$ cat src/uart_params.svh
// ==========================================================
// sizing macros for the serial port
// baud table values are only valid for a 32-bit counter
// ==========================================================
`ifndef UART_PARAMS_SVH
`define UART_PARAMS_SVH

// phase accumulator and increment width
`define UART_CNT_BITS 32

// data bits per frame, no parity, one stop bit
`define UART_DATA_BITS 8

// ticks per bit
`define UART_OVERSAMPLE 16

`endif
$ cat src/uartPkg.sv
// ==========================================================
// shared types for the serial port
// ==========================================================
`default_nettype none

`include "uart_params.svh"

package uartPkg;

	typedef logic [4:0] baudSelT;                   // table index
	typedef logic [`UART_CNT_BITS-1:0] incrT;       // phase increment
	typedef logic [`UART_DATA_BITS-1:0] dataT;      // one data byte

	// transmitter FSM
	typedef enum logic [2:0] {txIdle, txWaitTick, txStart, txData, txStop} txStateT;

	// receiver FSM
	typedef enum logic [1:0] {rxIdle, rxStart, rxData, rxStop} rxStateT;

endpackage

`default_nettype wire

$ cat src/baudGen.sv
// ==========================================================
// phase accumulator, 16x oversampling tick on carry out
// zero increment stops the ticks, phase kept across changes
// ==========================================================
`timescale 1ns/100ps
`default_nettype none

`include "uart_params.svh"

module baudGen import uartPkg::*; (
	input  logic clk,
	input  logic rstN,
	input  incrT incr,
	output logic tick
);

	incrT acc;                          // phase
	logic [`UART_CNT_BITS:0] sum;       // extra bit holds the carry

	assign sum = {1'b0, acc} + {1'b0, incr};

	// tick is high the cycle after the add wraps
	always_ff @(posedge clk or negedge rstN) begin
		if (!rstN) begin
			acc  <= '0;
			tick <= 1'b0;
		end else begin
			acc  <= sum[`UART_CNT_BITS-1:0];
			tick <= sum[`UART_CNT_BITS];
		end
	end

endmodule

`default_nettype wire

$ cat src/baudLUT.sv
// ==========================================================
// baud select to phase increment, 100 MHz clock assumed
// select 0 stops the baud clock, 24..31 give 19200 baud
// ==========================================================
`timescale 1ns/100ps
`default_nettype none

module baudLUT import uartPkg::*; (
	input  baudSelT baudSel,
	output incrT    incr
);

	// incr = baud * 16 * 2^32 / 100e6
	always_comb begin
		case (baudSel)
		5'd0:    incr = 32'd0;            // clock stopped
		5'd1:    incr = 32'd34360;        // 50
		5'd2:    incr = 32'd51540;        // 75
		5'd3:    incr = 32'd75591;        // 110
		5'd4:    incr = 32'd92428;        // 134.5
		5'd5:    incr = 32'd103079;       // 150
		5'd6:    incr = 32'd206158;       // 300
		5'd7:    incr = 32'd412317;       // 600
		5'd8:    incr = 32'd824634;       // 1200
		5'd9:    incr = 32'd1236951;      // 1800
		5'd10:   incr = 32'd1649267;      // 2400
		5'd11:   incr = 32'd2473901;      // 3600
		5'd12:   incr = 32'd3298535;      // 4800
		5'd13:   incr = 32'd4947802;      // 7200
		5'd14:   incr = 32'd6597070;      // 9600
		5'd15:   incr = 32'd13194140;     // 19200
		5'd16:   incr = 32'd26388279;     // 38400
		5'd17:   incr = 32'd39582419;     // 57600
		5'd18:   incr = 32'd79164837;     // 115200
		5'd19:   incr = 32'd158329674;    // 230400
		5'd20:   incr = 32'd316659349;    // 460800
		5'd21:   incr = 32'd633318698;    // 921600
		5'd22:   incr = 32'd1266637395;   // 1843200
		5'd23:   incr = 32'd2533274790;   // 3686400
		// unused selects fall back to a safe common rate
		default: incr = 32'd13194140;     // 19200
		endcase
	end

endmodule

`default_nettype wire

$ cat src/uartCore.sv
// ==========================================================
// serial port top, 8N1, no FIFOs and no back-pressure
// baud select 0 stops both directions
// ==========================================================
`timescale 1ns/100ps
`default_nettype none

module uartCore import uartPkg::*; (
	input  logic    clk,
	input  logic    rstN,
	input  baudSelT baudSel,
	input  logic    txStart,
	input  dataT    txData,
	output logic    txBusy,
	output logic    txd,
	input  logic    rxd,
	output dataT    rxData,
	output logic    rxValid,
	output logic    rxFrameErr
);

	incrT incr;                         // phase increment for the selected rate
	logic tick;                         // 16x bit rate

	baudLUT u_lut (
		.baudSel (baudSel),
		.incr    (incr)
	);

	baudGen u_gen (
		.clk  (clk),
		.rstN (rstN),
		.incr (incr),
		.tick (tick)
	);

	// both directions share one tick
	uartTx u_tx (
		.clk     (clk),
		.rstN    (rstN),
		.tick    (tick),
		.txStart (txStart),
		.txData  (txData),
		.txBusy  (txBusy),
		.txd     (txd)
	);

	uartRx u_rx (
		.clk        (clk),
		.rstN       (rstN),
		.tick       (tick),
		.rxd        (rxd),          // synchronized inside
		.rxData     (rxData),
		.rxValid    (rxValid),
		.rxFrameErr (rxFrameErr)
	);

endmodule

`default_nettype wire

$ cat src/uartRx.sv
// ==========================================================
// 8N1 receiver, samples each bit in the middle
// unread data is overwritten by the next frame
// ==========================================================
`timescale 1ns/100ps
`default_nettype none

`include "uart_params.svh"

module uartRx import uartPkg::*; (
	input  logic clk,
	input  logic rstN,
	input  logic tick,
	input  logic rxd,
	output dataT rxData,
	output logic rxValid,
	output logic rxFrameErr
);

	rxStateT state;                     // literals scoped, rxData is also a port
	logic rxdMeta, rxdSync;             // two-flop synchronizer
	logic [3:0] tickCnt;
	logic [2:0] bitCnt;
	dataT shiftReg;
	logic halfBit, fullBit;

	assign halfBit = tick && (tickCnt == 4'(`UART_OVERSAMPLE / 2 - 1));
	assign fullBit = tick && (tickCnt == 4'(`UART_OVERSAMPLE - 1));

	always_ff @(posedge clk or negedge rstN) begin
		if (!rstN) begin
			rxdMeta <= 1'b1;
			rxdSync <= 1'b1;
		end else begin
			rxdMeta <= rxd;
			rxdSync <= rxdMeta;
		end
	end

	always_ff @(posedge clk or negedge rstN) begin
		if (!rstN) begin
			state      <= uartPkg::rxIdle;
			tickCnt    <= '0;
			bitCnt     <= '0;
			rxValid    <= 1'b0;
			rxFrameErr <= 1'b0;
		end else begin
			rxValid    <= 1'b0;         // single-cycle strobes
			rxFrameErr <= 1'b0;
			if (tick)
				tickCnt <= tickCnt + 4'd1;
			case (state)
			uartPkg::rxIdle:
				if (!rxdSync) begin     // falling edge seen
					state   <= uartPkg::rxStart;
					tickCnt <= '0;
				end
			uartPkg::rxStart:
				if (halfBit) begin
					tickCnt <= '0;      // sample points now at mid-bit
					bitCnt  <= '0;
					// line back high, glitch shorter than half a bit
					state   <= rxdSync ? uartPkg::rxIdle : uartPkg::rxData;
				end
			uartPkg::rxData:
				if (fullBit) begin
					if (bitCnt == 3'(`UART_DATA_BITS - 1))
						state <= uartPkg::rxStop;
					else
						bitCnt <= bitCnt + 3'd1;
				end
			uartPkg::rxStop:
				if (fullBit) begin
					state      <= uartPkg::rxIdle;
					rxValid    <= 1'b1;
					rxFrameErr <= !rxdSync;  // stop bit must be high
				end
			default: state <= uartPkg::rxIdle;
			endcase
		end
	end

	// data path, LSB arrives first
	always_ff @(posedge clk) begin
		if (state == uartPkg::rxData && fullBit)
			shiftReg <= {rxdSync, shiftReg[`UART_DATA_BITS-1:1]};
		if (state == uartPkg::rxStop && fullBit)
			rxData <= shiftReg;         // held until the next frame ends
	end

endmodule

`default_nettype wire

$ cat src/uartTx.sv
// ==========================================================
// 8N1 transmitter, one byte per txStart strobe
// strobes while txBusy is high are dropped
// ==========================================================
`timescale 1ns/100ps
`default_nettype none

`include "uart_params.svh"

module uartTx import uartPkg::*; (
	input  logic clk,
	input  logic rstN,
	input  logic tick,
	input  logic txStart,
	input  dataT txData,
	output logic txBusy,
	output logic txd
);

	// state literals are scoped, ports share two of the names
	txStateT state;
	logic [3:0] tickCnt;                // ticks within a bit
	logic [2:0] bitCnt;                 // data bit index
	dataT shiftReg;
	logic bitEnd;

	assign bitEnd = tick && (tickCnt == 4'(`UART_OVERSAMPLE - 1));
	assign txBusy = (state != uartPkg::txIdle);

	always_ff @(posedge clk or negedge rstN) begin
		if (!rstN) begin
			state   <= uartPkg::txIdle;
			tickCnt <= '0;
			bitCnt  <= '0;
			txd     <= 1'b1;            // line idles high
		end else begin
			if (tick)
				tickCnt <= tickCnt + 4'd1;
			case (state)
			uartPkg::txIdle:
				if (txStart)
					state <= uartPkg::txWaitTick;
			uartPkg::txWaitTick:
				if (tick) begin         // align start bit to the tick grid
					state   <= uartPkg::txStart;
					tickCnt <= '0;
					txd     <= 1'b0;
				end
			uartPkg::txStart:
				if (bitEnd) begin
					state  <= uartPkg::txData;
					bitCnt <= '0;
					txd    <= shiftReg[0];  // LSB first
				end
			uartPkg::txData:
				if (bitEnd) begin
					if (bitCnt == 3'(`UART_DATA_BITS - 1)) begin
						state <= uartPkg::txStop;
						txd   <= 1'b1;
					end else begin
						bitCnt <= bitCnt + 3'd1;
						txd    <= shiftReg[1];  // next bit before the shift lands
					end
				end
			uartPkg::txStop:
				if (bitEnd)
					state <= uartPkg::txIdle;
			default: state <= uartPkg::txIdle;
			endcase
		end
	end

	// byte latch and shifter
	always_ff @(posedge clk) begin
		if (state == uartPkg::txIdle && txStart)
			shiftReg <= txData;
		else if (state == uartPkg::txData && bitEnd)
			shiftReg <= shiftReg >> 1;
	end

endmodule

`default_nettype wire

$ cat config.mk
export PLATFORM = sky130hd
export DESIGN_NAME = uartCore
export DESIGN_NICKNAME = d
export VERILOG_FILES = /design/src/uartPkg.sv /design/src/baudGen.sv /design/src/baudLUT.sv /design/src/uartCore.sv /design/src/uartRx.sv /design/src/uartTx.sv
export VERILOG_INCLUDE_DIRS = /design/src
export SDC_FILE = /design/constraint.sdc
export NUM_CORES = 1
export LEC_CHECK = 0
export BUFFER_PORTS_ARGS = -buffer_cell sky130_fd_sc_hd__buf_2
export CORE_MARGIN = 2
export CORE_UTILIZATION = 45
export DETAILED_ROUTE_END_ITERATION = 8
export GPL_TIMING_DRIVEN = 1
export PLACE_DENSITY = 0.7
export SKIP_LAST_GASP = 1
export SYNTH_ARGS = -nofsm -noshare
export SYNTH_HDL_FRONTEND = slang
export SYNTH_SLANG_ARGS = --single-unit
$ cat constraint.sdc
create_clock -name clk -period 4.55 [get_ports clk]
set_clock_uncertainty 0.05 [all_clocks]
set_input_delay 0 -clock clk [delete_from_list [all_inputs] [get_ports clk]]
set_output_delay 0 -clock clk [all_outputs]
set_load 0.05 [all_outputs]
Yosys cells after proc, flatten, opt, wreduce, memory -nomap -nowiden
Memory sizes are Yosys's and may differ from the RTL's.
Index checks and enable logic that the tools add are counted.

word-level totals
  bits of input ports = 17
  bits in writable memories = 0
  flip-flop bits (word level) = 81
  logic and storage cells = 106
  bits in latches = 0
  memories = 1
  memory bits (read-only) = 1024

memory list
  memory           depth  bits a word  read ports  clocked after memory_dff  write ports  RTL line       text
  (no name shown)  32     32           1           0                         0            baudLUT.sv:15  case (baudSel)

operators by class
  magnitude comparators = 0
  multipliers = 0
  add/sub/neg operators = 5
  div/mod/pow operators = 0
  equal/unequal tests = 25
  shifts and indexed selects = 0
  bitwise logic cells = 0
  reduce and logical (&&, ||, !) cells = 20
  multiplexer cells = 39

operators with widths
  operator                                                                 count
  32-bit by 32-bit adder with 33-bit output                                1
  3-bit two-way mux                                                        11
  4-bit two-way mux                                                        6
  8-bit two-way mux                                                        2
  2-bit by 1-bit inequality test with 1-bit output, second input constant  8
  3-bit one-hot mux with 5 select lines                                    1
  2-bit two-way mux                                                        6
  3-bit one-hot mux with 2 select lines                                    2
  4-bit AND reduction                                                      3
  2-bit inequality test, second input constant                             5
  3-bit equality test, second input constant                               3
  4-bit by 1-bit adder with 4-bit output, second input constant            2
  4-bit equality test, second input constant                               2
  1-bit two-way mux                                                        8
  2-bit one-hot mux with 4 select lines                                    1
  4-bit one-hot mux with 2 select lines                                    1
  1-bit logical AND                                                        7
  3-bit by 1-bit adder with 3-bit output, second input constant            2
  3-bit by 2-bit equality test with 1-bit output, second input constant    2
  6-bit AND reduction                                                      1
  2-bit nonzero test                                                       3
  3-bit nonzero test                                                       2
  5-bit AND reduction                                                      1
  2-bit equality test, second input constant                               2
  7 further kinds                                                          7

Depth between registers and ports, before layout
Gate-level depths: netlist of run 1.

  depth in word-level cells = 5
  mapped depth = 17
  gate-level depth less buffers = 16

Modules after synthesis
A second synthesis of run 1 with hierarchy kept.

unflattened totals
  cell total of the unflattened synthesis = 623
  area total of the unflattened synthesis = 5965.7 um2

by module, submodules not included
  module   area each (um2)  instances  cells an instance
  baudGen  2807.7           1          304
  uartRx   1136.1           1          75
  uartTx   1013.5           1          84
  baudLUT  1008.5           1          160

Worst setup path before layout of run 1
OpenSTA, ideal clock, no wires.

  path kind = input -> register
  start = input baudSel[0]
  end = register u_gen.acc[28]
  path slack = 986 ps
  cell stages on the path = 16
  arrival = 3387 ps
  library setup time = 127 ps
  cell sequence = clkbuf_1 -> clkinv_1 -> ha_1 -> clkbuf_1 -> nand2_1 -> and3_1 -> o32ai_1 -> inv_1 -> fa_1 -> nor2b_1 -> o31ai_1 -> o221ai_1 -> nand2_1 -> o31ai_1 -> o21ai_0 -> xnor2_1

on the way
  word-level cells in the longest chain between the ends = 2

ends and longest elaborated chain
  item                                       RTL line        text
  start, declared                            uartCore.sv:11  input baudSelT baudSel,
  memory 32 x 32 bit                         -
  32-bit by 32-bit adder with 33-bit output  baudGen.sv:20   assign sum = {1'b0, acc} + {1'b0, incr};
  via u_gen.sum[28]                          baudGen.sv:18   logic [`UART_CNT_BITS:0] sum;
  end signal, assigned                       baudGen.sv:28   acc <= sum[`UART_CNT_BITS-1:0];
  end, declared                              baudGen.sv:17   incrT acc;

The timed path passes the listed nets, and every way through them passes these cells.
A chain may end at the register's enable or synchronous reset.

Worst setup path after layout of run 1
  start = input baudSel[0]
  end = register u_gen.tick

on the way
  word-level cells in the longest chain between the ends = 2

ends and longest elaborated chain
  item                                       RTL line       text
  memory 32 x 32 bit                         -
  32-bit by 32-bit adder with 33-bit output  baudGen.sv:20
  via u_gen.sum[32]                          baudGen.sv:18
  end signal, assigned                       baudGen.sv:29  tick <= sum[`UART_CNT_BITS];
  end, declared                              baudGen.sv:14  output logic tick

The timed path passes the listed nets, and every way through them passes these cells.

==> results of run 1 <==
-- power by group through the flow --
stage | registers, W | logic, W | clock network (W)
6_report | 0.000980 | 0.00157 | 0.000729
2_1_floorplan | 0.000974 | 0.00124 | 0
5_1_grt | 0.000994 | 0.00174 | 0.000780
3_5_place_dp | 0.000995 | 0.00153 | 0
4_1_cts | 0.000982 | 0.00155 | 0.000744
3_3_place_gp | 0.000988 | 0.00151 | 0
-- path summary, 6_finish.rpt --
| path | from | slack, ns | end | cells past startpoint |
|---|---|---|---|---|
| max | baudSel[0] | 0.75 | u_gen.tick$_DFF_PN0_ | 16 |
| min | txStart | 0.01 | u_tx.state[0]$_DFFE_PN0P_ | 3 |
| max reg2reg | u_gen.acc[0]$_DFF_PN0_ | 1.83 | u_gen.tick$_DFF_PN0_ | 11 |
| min reg2reg | u_rx.rxdMeta$_DFF_PN1_ | 0.32 | u_rx.rxdSync$_DFF_PN1_ | 0 |
| max in group asynchronous | rstN | 3.67 | u_gen.acc[1]$_DFF_PN0_ | 3 |
| min in group asynchronous | rstN | 0.30 | u_rx.bitCnt[0]$_DFFE_PN0P_ | 3 |
-- worst min-delay path: stages --
cell and delay [ns]:
sky130_fd_sc_hd__buf_2 0.09, sky130_fd_sc_hd__a211oi_1 0.07, sky130_fd_sc_hd__a211oi_1 0.20
-- per-layer routing --
metal | wire length [um] | global-route usage
met2 | 6110 | 0.326
met5 | 0 | 0
met3 | 693 | 0.0439
met1 | 5910 | 0.260
met4 | 419 | 0.111
-- timing repair --
action                                  4_1_cts  5_1_grt
hold buffers                                 10        0
gates resized for setup                       0        0
endpoints found under the hold margin        63        0
endpoints found under the setup margin        0        0
-- sequential cells by signal (all words and copies together) (netlist names), named ones only --
name and count:
u_gen.acc 32, u_rx.rxData 8, u_rx.shiftReg 8, u_tx.shiftReg 8, u_rx.tickCnt 4, u_rx.bitCnt 3, u_tx.bitCnt 3, u_tx.state 3
u_gen.tick 1, u_rx.rxFrameErr 1, u_rx.rxValid 1, u_rx.rxdMeta 1, u_rx.rxdSync 1, u_rx.state 1, u_tx.tickCnt 1, u_tx.txd 1
-- cells by family (layout without fill, tap and decap cells) --
| kind of cell | after synthesis | after routing | synth area share |
|---|---|---|---|
| flops | 81 | 81 | 0.383 |
| xor+xnor | 32 | 32 | 0.0498 |
| mux | 13 | 13 | 0.0249 |
| compound gates | 207 | 207 | 0.243 |
| buf+inv | 51 | 80 | 0.0349 |
| fa+ha+maj | 51 | 51 | 0.115 |
| simple gates | 185 | 185 | 0.150 |
-- synth_stat cells, drive strengths merged, types with 14 or more instances --
library cell,n,area [um2]
inv,20,75.1
xnor2,22,193
o21ai,44,220
ha,50,626
nand3,14,70.1
nand2,64,240
a21oi,58,298
a21o,15,113
dfrtp,54,1350
nor2,58,218
clkbuf,25,93.8
edfxtp,24,721
-- area by class of cell --
class,count,area share
Tap cell,168,0.0334
Inverter,21,0.0125
Clock inverter,7,0.0109
Sequential cell,81,0.342
Clock buffer,9,0.0358
Timing Repair Buffer,43,0.0442
Multi-Input combinational cell,488,0.521
-- per-stage QoR --
step                setup WS [ns]  total power, W  hold WS, ns  area, um2  cells
floorplan                   0.986         0.00221       -0.346       5620    620
global placement            0.605         0.00250       0.0583       5890    791
detailed placement          0.514         0.00253       0.0584       5890    791
CTS                         0.835         0.00328      0.00720       6290    817
global route                0.399         0.00352       0.0327       6290    817
finish                      0.750         0.00328       0.0143       6290    817
==> run summary, run 1 <==
The run finished with clean final reports. The number of global-route vias before repair came out at 4557. The tools report the total routing usage reported by global routing as 0.204. In this run the cell area of the synthesized design comes to 0.00562 mm2.

0 antenna diodes ended up in the layout. Actual transition at the worst max-transition pin: 0.751 ns. The library cell used most frequently in the layout, excluding fill and tap cells, is sky130_fd_sc_hd__nand2_1.

In this run the power density over the cells is 522 mW/mm2. The number of clock sinks is 81. The run gives 0.0121 mm2 as the area of the core region.

The standard cell with the maximum stage delay on the critical path was sky130_fd_sc_hd__ha_1. The area of the die was 0.0134 mm2. The startpoint type of the worst setup path is an input port. Peak supply drop: 325 uV.

Setup violations remaining at the end of the flow were counted as 0. From synthesis to final layout, the design area changed by 11.8%. The row count is 40. The number of enable flip-flop cells after synthesis came out at 24. The logs give 4.76 ns for the required time of the worst setup path and 0.519 for the utilization of the core after routing. In the final timing run, aggregate negative setup slack is 0 ns. The internal power of the cells totals 0.00199 W. Counting the buffers created by CTS gives 9.

The sequential area share after synthesis came out at 0.383. The number of port buffers was 28. The overall routed net length was 13100 um. The critical-path maximum fanout is 13, and the horizontal die dimension is 116 um. The overall via count from detail_route is 4843, and the time the final worst path needs with I/O delays and setup is 3.80 ns. Once the clock tree was built, the setup fixing pass inserted 0 buffers. For the share of power burned in combinational logic, the log shows 0.479. For the worst setup path, the data arrival time is 4.01 ns.

For the number of optimization iterations in the first detailed-route pass, the log shows 7. The tools report the number of top-level pins as 29. Counting along the longest clock path gives a buffer depth of 2. The multi-input combinational cells in the finished layout cover a total of 0.00328 mm2. Summed over all nets, the half-perimeter wirelength after detailed placement is 9430 um.

The run gives 60 as the unique cell type count in the Yosys netlist. The first global-routing pass estimated 21400 um of wire. Measured along the y axis, the die boundary spans 116 um. Entering global routing, the biggest net connects 58 pins. Counting both buffers and inverters, the worst setup path holds a total of 4.

Setup repair after global routing left no endpoint under its margin. The tools report the sequential cell area as 0.00215 mm2. For this run, the slowest stage of the critical path takes 0.57 ns.

The number of synthesized register bits was 81; the post-detailed-route wirelength per cell was 16.1 um. The gate family responsible for the most delay along the worst path is compound AO/OA/AOI/OAI gates. The proportion of power drawn by the clock network is 0.222. Based on the critical path, the design can be clocked at up to 0.263 GHz.

The fraction of synthesis flops using an asynchronous set or reset pin came out at 0.704. The ratio of final minimum period to clock period is 0.835, and the share of total power consumed by net switching is 0.392. The count of final max-slew check failures came out at 0. Fill cells in the final layout number 1091. At the end of the flow, the number of nets in the layout was 712. The detailed router finished its first iteration with 363 violations. The run gives 0.464 as the initial standard-cell utilization of the core. When the netlist entered floorplanning its net count stood at 688. The tools report the clock tree root driver cell as sky130_fd_sc_hd__clkbuf_16.

The class of the most critical hold timing path was in2reg. The clock tree synthesis step divided the H-tree into 3 levels. The static leakage was 2.70 nW. During synthesis, Yosys emitted a total of 0 warnings. The final hold violation count is 0, and the remaining design rule violation count is 0. Max-cap violations in this run came to 0. Routability-driven placement finished with a final weighted congestion of 0.961. The post-detailed-route via-to-cell ratio came out at 5.93. For this design the total switching power over the nets is 0.00129 W. Synthesized netlist cell count: 620. The fraction of final layout cells sized beyond drive strength 1 was 0.102; the initial antenna violation count was 0. Headroom to the max-slew limit: 0.499. For this run, the leading register cell type out of synthesis is sky130_fd_sc_hd__dfrtp_1. After synthesis, the mean cell area works out to 9.07 um2. The detail route stage leaves a number of antenna-violating nets equal to 0.

STA classifies the critical path endpoint as a flop. Traced cell by cell, the critical path runs through buf_2, clkinv_1, ha_1, nand2_1, and3_1, o32ai_1, inv_1, fa_1, nor2b_1, o31ai_1, o221ai_1, buf_4, nand2_1, o31ai_1, o21ai_0, o21ai_0. Leaving out fill and tap cells, the most frequent cells in the layout are sky130_fd_sc_hd__nand2_1 (64), sky130_fd_sc_hd__nor2_1 (58), sky130_fd_sc_hd__a21oi_1 (56). TritonCTS built the clock tree.

Clock-pin slew was measured on the worst setup and hold paths at 0.06 ns. The clock latency of the later-clocked register in the worst-skew pair came out at 0.35 ns. The setup path with the least slack is of type in2reg. The share of total power in sequential cells was 0.299; the total congestion overflow was 0.
Note: power is estimated with default switching activity, not from simulation.
==> run 2, diff against run 1 <==
Settings changed: PLACE_DENSITY 0.7 to 0.72.
Clock period 4.55 ns to 3.4 ns, I/O delays scaled along.
==> run summary, run 2 (synthesis gave the netlist of run 1 again) <==
The least setup slack across all paths after layout was 0.287 ns (was 0.750 ns). Worst-case register-to-register setup slack: 0.87 ns (was 1.83 ns). Leading cell types in the layout, fill and taps excluded: sky130_fd_sc_hd__nand2_1 (64), sky130_fd_sc_hd__nor2_1 (58), sky130_fd_sc_hd__a21oi_1 (56) (unchanged).

The run finished with clean final reports. The tools report the final antenna-violating net count as 0 (unchanged). Ratio of final minimum period to clock period: 0.916.

Commonest non-fill, non-tap cell in the layout: sky130_fd_sc_hd__nand2_1 (unchanged). For the total placed instance area, the log shows 0.00629 mm2 (was 0.00589 mm2). Overall routed net length: 13900 um (was 13100 um). Number of buffers inserted during clock tree synthesis: 9 (unchanged).

The area added between synthesis and finish works out to 19.1% (was 11.8%). TritonCTS built the clock tree. Total power divided by cell area: 691 mW/mm2 (was 522 mW/mm2). The class of the most critical hold timing path was in2reg (unchanged).

The post-cts sizing count came out at 0 (unchanged). The global-route wire length before repair was 22900 um (was 21400 um). The critical-path maximum fanout was 8 (was 13); the cell depth of the worst flop-to-flop path was 10 (was 11). Total of endpoints with negative setup slack in the final report: 0 (unchanged). The vertical extent of the die was 116 um (unchanged); the post-detailed-route wirelength per cell was 16.0 um (was 16.1 um).

The logs give 4980 (was 4843) for the overall via count from detail_route and 0 (unchanged) for the total congestion overflow. After layout, the minimum clock period comes to 3.11 ns. The number of clock sinks was 81 (unchanged); the number of flip-flops under the largest register name was 32 (unchanged).

The final instance area is 0.00670 mm2 (was 0.00629 mm2). For the sum of met3 wire segment lengths after detailed routing, the log shows 784 um (was 693 um). The most common cell type on the critical path was sky130_fd_sc_hd__ha_1. The run gives 0 (unchanged) as the count of antenna diodes in the layout.

The total met2 wirelength after detailed routing was 6320 um (was 6110 um). The number of cells traversed by the worst hold path is 3 (unchanged). The tools report the required time of the worst setup path as 3.58 ns (was 4.76 ns). The run gives 0 (unchanged) as the count of final max-slew check failures. List of cells traversed by the critical path: buf_2, inv_1, buf_4, ha_1, a21oi_1, a311oi_1, a211oi_1, ha_1, and2_1, a221oi_2, a21oi_2, o2111ai_1, a211oi_2, o211a_1, nor4b_1 (was buf_2, clkinv_1, ha_1, nand2_1, and3_1, o32ai_1, inv_1, fa_1, nor2b_1, o31ai_1, o221ai_1, buf_4, nand2_1, o31ai_1, o21ai_0, o21ai_0). For the HPWL after detailed placement, the log shows 10600 um (was 9430 um). The tools report the number of optimization iterations in the first detailed-route pass as 6 (was 7). The clock latency of the later-clocked register in the worst-skew pair was 0.34 ns (was 0.35 ns).

The run gives 1096 (was 1091) as the total of fill cells in the finished design. The highest metal layer with signal wires was met4 (unchanged). The remaining design rule violation count came out at 0 (unchanged). For this run, the top clock speed supported by timing is 0.321 GHz. The initial standard-cell utilization of the core is 0.464 (unchanged). The endpoint of the worst register-to-register path was u_gen.acc[28]$_DFF_PN0_ (was u_gen.tick$_DFF_PN0_). Kind of end point of the critical path: a flop (unchanged). The standard cell with the maximum stage delay on the critical path is sky130_fd_sc_hd__a211oi_1 (was sky130_fd_sc_hd__ha_1). The number of top-level pins came out at 29 (unchanged). Total routing usage reported by global routing: 0.218 (was 0.204). The fraction of final layout cells sized beyond drive strength 1 is 0.168 (was 0.102). The post-detailed-route via-to-cell ratio is 5.75 (was 5.93). The row count was 40 (unchanged).

The pre-CTS setup slack was -0.0387 ns (was 0.514 ns). The launching instance or port of the critical path is baudSel[1] (was baudSel[0]). The maximum cell stage delay along the critical path was 0.36 ns (was 0.57 ns); the number of buffers inserted by post-CTS setup repair was 0 (unchanged).

The number of max-capacitance violations reported is 0 (unchanged), and the multi-input gate area in the final layout is 0.00328 mm2 (about the same). The accumulated negative setup slack came out at 0 ns (unchanged). The area of the core region was 0.0121 mm2 (unchanged).

The logs give 4685 (was 4557) for the number of global-route vias before repair and 10 (unchanged) for the cts-stage hold buffer count. The register with the most flip-flops was u_gen.acc (unchanged). The tools report the sink of the worst hold path as u_tx.state[0]$_DFFE_PN0P_ (unchanged).

The startpoint of the lowest-slack hold path is txStart (unchanged). The run gives 761 (was 712) as the final net count. The startpoint of the worst register-to-register path is u_gen.acc[0]$_DFF_PN0_ (unchanged). Final RePlAce weighted congestion: 0.904 (was 0.961).

The tools report the sequential cell area as 0.00215 mm2 (unchanged). The number of port buffers came out at 28 (unchanged). The maximum clock path buffer count is 2 (unchanged), and the area of the die is 0.0134 mm2 (unchanged). The logs give 0.00463 W (was 0.00328 W) for the overall power and 3.30 ns (was 4.01 ns) for the data arrival time of the critical path.

The clock tree root driver cell is sky130_fd_sc_hd__clkbuf_16 (unchanged). Horizontal die dimension: 116 um (unchanged). The largest net degree at the start of global routing was 47 (was 58); the peak supply drop was 485 uV (was 325 uV). Static leakage: 2.95 nW (was 2.70 nW). For the number of H-tree levels, the log shows 3 (unchanged).

Number of DRC markers after the initial detailed-route iteration: 363 (unchanged). The met1 wire length is 6400 um (was 5910 um), and the final hold violation count is 0 (unchanged). The headroom to the max-slew limit is 0.537 (was 0.499).

Setup repair after global routing left no endpoint under its margin. For the initial antenna violation count, the log shows 0 (unchanged). The CTS clock-pin slew for the worst setup and hold paths is 0.06 ns (about the same). The class of the most critical setup path is in2reg (unchanged).

The startpoint type of the worst setup path was an input port (unchanged). The actual transition at the worst max-transition pin came out at 0.694 ns (was 0.751 ns).
-- run 2: cell count changes in the layout (fill, tap and decap cells not counted) --
| cell | previous run | this run |
|---|---|---|
| sky130_fd_sc_hd__buf_12 | 0 | 2 |
| sky130_fd_sc_hd__buf_4 | 5 | 52 |
| sky130_fd_sc_hd__clkbuf_1 | 0 | 1 |
| sky130_fd_sc_hd__clkbuf_8 | 0 | 1 |
| sky130_fd_sc_hd__clkinv_1 | 2 | 0 |
| sky130_fd_sc_hd__clkinv_2 | 2 | 1 |
| sky130_fd_sc_hd__clkinvlp_4 | 1 | 2 |
| sky130_fd_sc_hd__o221ai_1 | 5 | 4 |
| sky130_fd_sc_hd__o221ai_2 | 0 | 1 |
-- run 2: stage by stage --
| step | std cells | hold WS [ns] | utilization |
|---|---|---|---|
| floorplan | 620 | -0.346 | - |
| global placement | 840 | 0.0338 | 0.520 |
| detailed placement | 840 | 0.0378 | 0.520 |
| CTS | 866 | 0.0361 | 0.553 |
| global route | 866 | 0.118 | 0.553 |
| finish | 866 | 0.0428 | 0.553 |
-- run 2: report_power, final --
part | switching (W) | internal [W]
Combinational | 0.00129 | 0.00104
Clock | 0.000401 | 0.000594
Sequential | 0.0000792 | 0.00123
-- run 2: worst max-delay path, delay by kind of cell --
kind / cells / cell delay (ns)
adders and majority gates: 2 / 0.56
and+or+nand+nor: 2 / 0.50
AOI/OAI and AO/OA: 8 / 1.78
buffers and inverters: 3 / 0.42
-- run 2: layer usage --
layer | global-route usage | vias up
li1 | - | 2431
met1 | 0.295 | 2357
met2 | 0.341 | 161
met3 | 0.0424 | 31
met4 | 0.0929 | 0
met5 | 0 | -
-- run 2: worst max-delay path by stage --
stage	to	slack (ns)	depth (start not counted)
finish	u_gen.acc[31]$_DFF_PN0_	0.29	15
global route	u_gen.acc[31]$_DFF_PN0_	0.02	15
CTS	u_gen.acc[31]$_DFF_PN0_	0.31	14
detailed placement	u_gen.acc[31]$_DFF_PN0_	-0.04	14
global placement	u_gen.tick$_DFF_PN0_	0.03	14
floorplan	u_gen.acc[28]$_DFF_PN0_	0.06	16
-- run 2: final cells by class --
cell class | instances | area share
clock buffer | 11 | 0.0362
clock inverter | 5 | 0.00934
inverter | 21 | 0.0120
multi-input combinational | 488 | 0.490
sequential | 81 | 0.321
tap | 168 | 0.0314
timing repair buffer | 92 | 0.100
==> run 3, diff against run 2 <==
Settings changed: CORE_UTILIZATION 45 to 56, PLACE_DENSITY 0.72 to 0.85.
==> run summary, run 3 (synthesis gave the netlist of run 1 again) <==
The flow ran to the end, and the final reports show no timing, DRC or antenna violations. The total of fill cells in the finished design came out at 781 (was 1096). The area of the core region is 0.00977 mm2 (was 0.0121 mm2). The class of the most critical setup path was in2reg (unchanged).

For the upper clock frequency limit, the log shows 0.314 GHz (was 0.321 GHz). Post-detailed-route via-to-cell ratio: 6.28 (was 5.75). The switching power was 0.00178 W (was 0.00177 W). The met1 track demand over resource in global routing is 0.335 (was 0.295).

Register with the most flip-flops: u_gen.acc (unchanged). The actual transition at the worst max-transition pin was 0.934 ns (was 0.694 ns). The global-route wire length before repair is 24300 um (was 22900 um). The run gives 3.41 ns (was 3.30 ns) as the data arrival time of the critical path. Setup repair after global routing left no endpoint under its margin.

The internal power of the cells is 0.00256 W (was 0.00286 W), and the post-layout instance count excluding filler cells is 820 (was 866). For the met2 track demand over resource in global routing, the log shows 0.471 (was 0.341). Clock tree root driver cell: sky130_fd_sc_hd__clkbuf_8 (was sky130_fd_sc_hd__clkbuf_16).

Number of H-tree levels: 3 (unchanged). The static leakage was 2.84 nW (was 2.95 nW). The maximum clock path buffer count came out at 2 (unchanged). The overall via count from detail_route is 5152 (was 4980).

The tools report the number of clock sinks as 81 (unchanged). The post-detailed-route wirelength per cell is 18.0 um (was 16.0 um), and the cell count after placement is 794 (was 840). The ratio of final minimum period to clock period is 0.936 (was 0.916). Gate family responsible for the most delay along the worst path: compound AO/OA/AOI/OAI gates (unchanged). Vertical extent of the die: 104 um (was 116 um). The total routing usage reported by global routing came out at 0.278 (was 0.218). The CTS clock-pin slew for the worst setup and hold paths works out to 0.09 ns (was 0.06 ns).

The startpoint type of the worst setup path was an input port (unchanged). The run gives 0.0558 (was 0.0424) as the met3 demand-to-capacity share in global routing. The most used routing layer is met2 (unchanged). The overall routed net length is 14800 um (was 13900 um), and the share of total power consumed by net switching is 0.410 (was 0.382). Number of port buffers: 28 (unchanged).

The kind of end point of the critical path is a flop (unchanged). The share of power burned in combinational logic was 0.535 (was 0.503). For the headroom to the max-slew limit, the log shows 0.378 (was 0.537). The final antenna-violating net count was 0 (unchanged); the number of DRC markers after the initial detailed-route iteration was 434 (was 363). The horizontal die dimension is 104 um (was 116 um).

The maximum cell stage delay along the critical path is 0.42 ns (was 0.36 ns). For the required time of the worst setup path, the log shows 3.63 ns (was 3.58 ns). The time the final worst path needs with I/O delays and setup is 3.18 ns (was 3.11 ns), and the final hold slack is 0.0204 ns (was 0.0428 ns).

The tools report the count of antenna diodes in the layout as 0 (unchanged). The initial antenna violation count was 0 (unchanged); the overall power was 0.00434 W (was 0.00463 W). The tools report the area of the die as 0.0109 mm2 (was 0.0134 mm2). The tools report the count of final max-slew check failures as 0 (unchanged). The tools report the number of top-level pins as 29 (unchanged).

List of cells traversed by the critical path: buf_2, buf_4, ha_1, nor2_1, a21oi_1, o21ai_0, o32ai_1, ha_1, inv_1, fa_1, nor2b_1, o311ai_2, a31oi_1, a311oi_2, a31oi_1, a311oi_2, xnor2_1 (was buf_2, inv_1, buf_4, ha_1, a21oi_1, a311oi_1, a211oi_1, ha_1, and2_1, a221oi_2, a21oi_2, o2111ai_1, a211oi_2, o211a_1, nor4b_1). Clock latency of the later-clocked register in the worst-skew pair: 0.37 ns (was 0.34 ns). The run gives 0.302 (was 0.282) as the share of total power in sequential cells. The total congestion overflow was 0 (unchanged); the critical-path maximum fanout was 11 (was 8). For the number of optimization iterations in the first detailed-route pass, the log shows 5 (was 6).

The largest net degree at the start of global routing is 39 (was 47), and the proportion of power drawn by the clock network is 0.163 (was 0.215). The final RePlAce weighted congestion is 0.987 (was 0.904), and the area added between synthesis and finish is 14.6% (was 19.1%). Leading cell types in the layout, fill and taps excluded: sky130_fd_sc_hd__nand2_1 (64), sky130_fd_sc_hd__nor2_1 (58), sky130_fd_sc_hd__a21oi_1 (56) (unchanged). The HPWL after detailed placement is 10600 um (about the same). Total power divided by cell area: 673 mW/mm2 (was 691 mW/mm2). The number of global-route vias before repair was 5042 (was 4685); the number of buffers inserted during clock tree synthesis was 9 (unchanged). The fraction of final layout cells sized beyond drive strength 1 is 0.154 (was 0.168). Initial standard-cell utilization of the core: 0.575 (was 0.464). The tools report the number of max-capacitance violations reported as 0 (unchanged). The commonest non-fill, non-tap cell in the layout was sky130_fd_sc_hd__nand2_1 (unchanged). Row count: 36 (was 40).

Total of endpoints with negative setup slack in the final report: 0 (unchanged). Final hold violation count: 0 (unchanged). Remaining design rule violation count: 0 (unchanged). TritonCTS built the clock tree. The critical path buffer and inverter count was 3 (unchanged); the final net count was 750 (was 761). The peak supply drop was 637 uV (was 485 uV); the number of flip-flops under the largest register name was 32 (unchanged). The class of the most critical hold timing path is in2reg (unchanged). Standard cell with the maximum stage delay on the critical path: sky130_fd_sc_hd__a311oi_2 (was sky130_fd_sc_hd__a211oi_1).
run 3: cell types whose count changed in the layout (fill, tap and decap cells not counted), moves of 2 or more:
cell / delta
sky130_fd_sc_hd__buf_4: -9
sky130_fd_sc_hd__clkbuf_8: +8
sky130_fd_sc_hd__buf_12: -2
sky130_fd_sc_hd__clkbuf_16: -9
run 3: path summary, 6_finish.rpt:
kind / startpoint / to / slack, ns / depth (start not counted)
max in group asynchronous: rstN / u_rx.rxdSync$_DFF_PN1_ / 2.19 / 3
worst max register to register: u_gen.acc[0]$_DFF_PN0_ / u_gen.acc[30]$_DFF_PN0_ / 0.75 / 10
min in group asynchronous: rstN / u_gen.acc[31]$_DFF_PN0_ / 0.26 / 2
worst max-delay path: baudSel[0] / u_gen.acc[30]$_DFF_PN0_ / 0.22 / 17
worst min-delay path: txStart / u_tx.state[0]$_DFFE_PN0P_ / 0.02 / 3
worst min register to register: u_rx.rxdMeta$_DFF_PN1_ / u_rx.rxdSync$_DFF_PN1_ / 0.32 / 0
run 3: metal layers:
metal,routed length [um],share of wire,up-vias
met1,6070,0.41,2454
met3,853,0.058,56
met5,0,0,-
met4,601,0.041,0
li1,-,-,2402
met2,7260,0.49,240
run 3: tightest hold or removal path, stage by stage:
cell and delay [ns]:
sky130_fd_sc_hd__buf_2 0.09, sky130_fd_sc_hd__a211oi_1 0.07, sky130_fd_sc_hd__a211oi_1 0.21
run 3: metrics by stage:
step	setup TNS (ns)	area, um2	utilization	setup WS [ns]
3_3_place_gp	-0.321	6140	0.628	-0.133
5_1_grt	0	6440	0.659	0.0507
2_1_floorplan	0	5630	-	0.0576
6_report	0	6440	0.659	0.217
3_5_place_dp	-0.598	6140	0.628	-0.205
4_1_cts	0	6440	0.658	0.180
run 3: power by group through the flow:
stage               Clock (W)  Sequential, W  Combinational [W]
global route         0.000768        0.00133            0.00256
detailed placement          0        0.00133            0.00224
finish               0.000706        0.00131            0.00232
floorplan                   0        0.00130            0.00167
global placement            0        0.00132            0.00216
CTS                  0.000714        0.00131            0.00227
run 3: layout make-up:
class,instances,area [um2],area share
clock buffer,10,128,0.0198
multi-input combinational,488,3290,0.510
timing repair buffer,81,563,0.0874
clock inverter,6,66.3,0.0103
inverter,21,80.1,0.0124
tap,133,166,0.0258
sequential,81,2150,0.334
run 3: timing repair:
| item | in CTS | in global routing |
|---|---|---|
| endpoints found under the hold margin | 45 | 0 |
| buffers inserted | 0 | 0 |
| hold buffers | 10 | 0 |
| resized for setup | 0 | 2 |
| setup endpoints to repair | 0 | 2 |
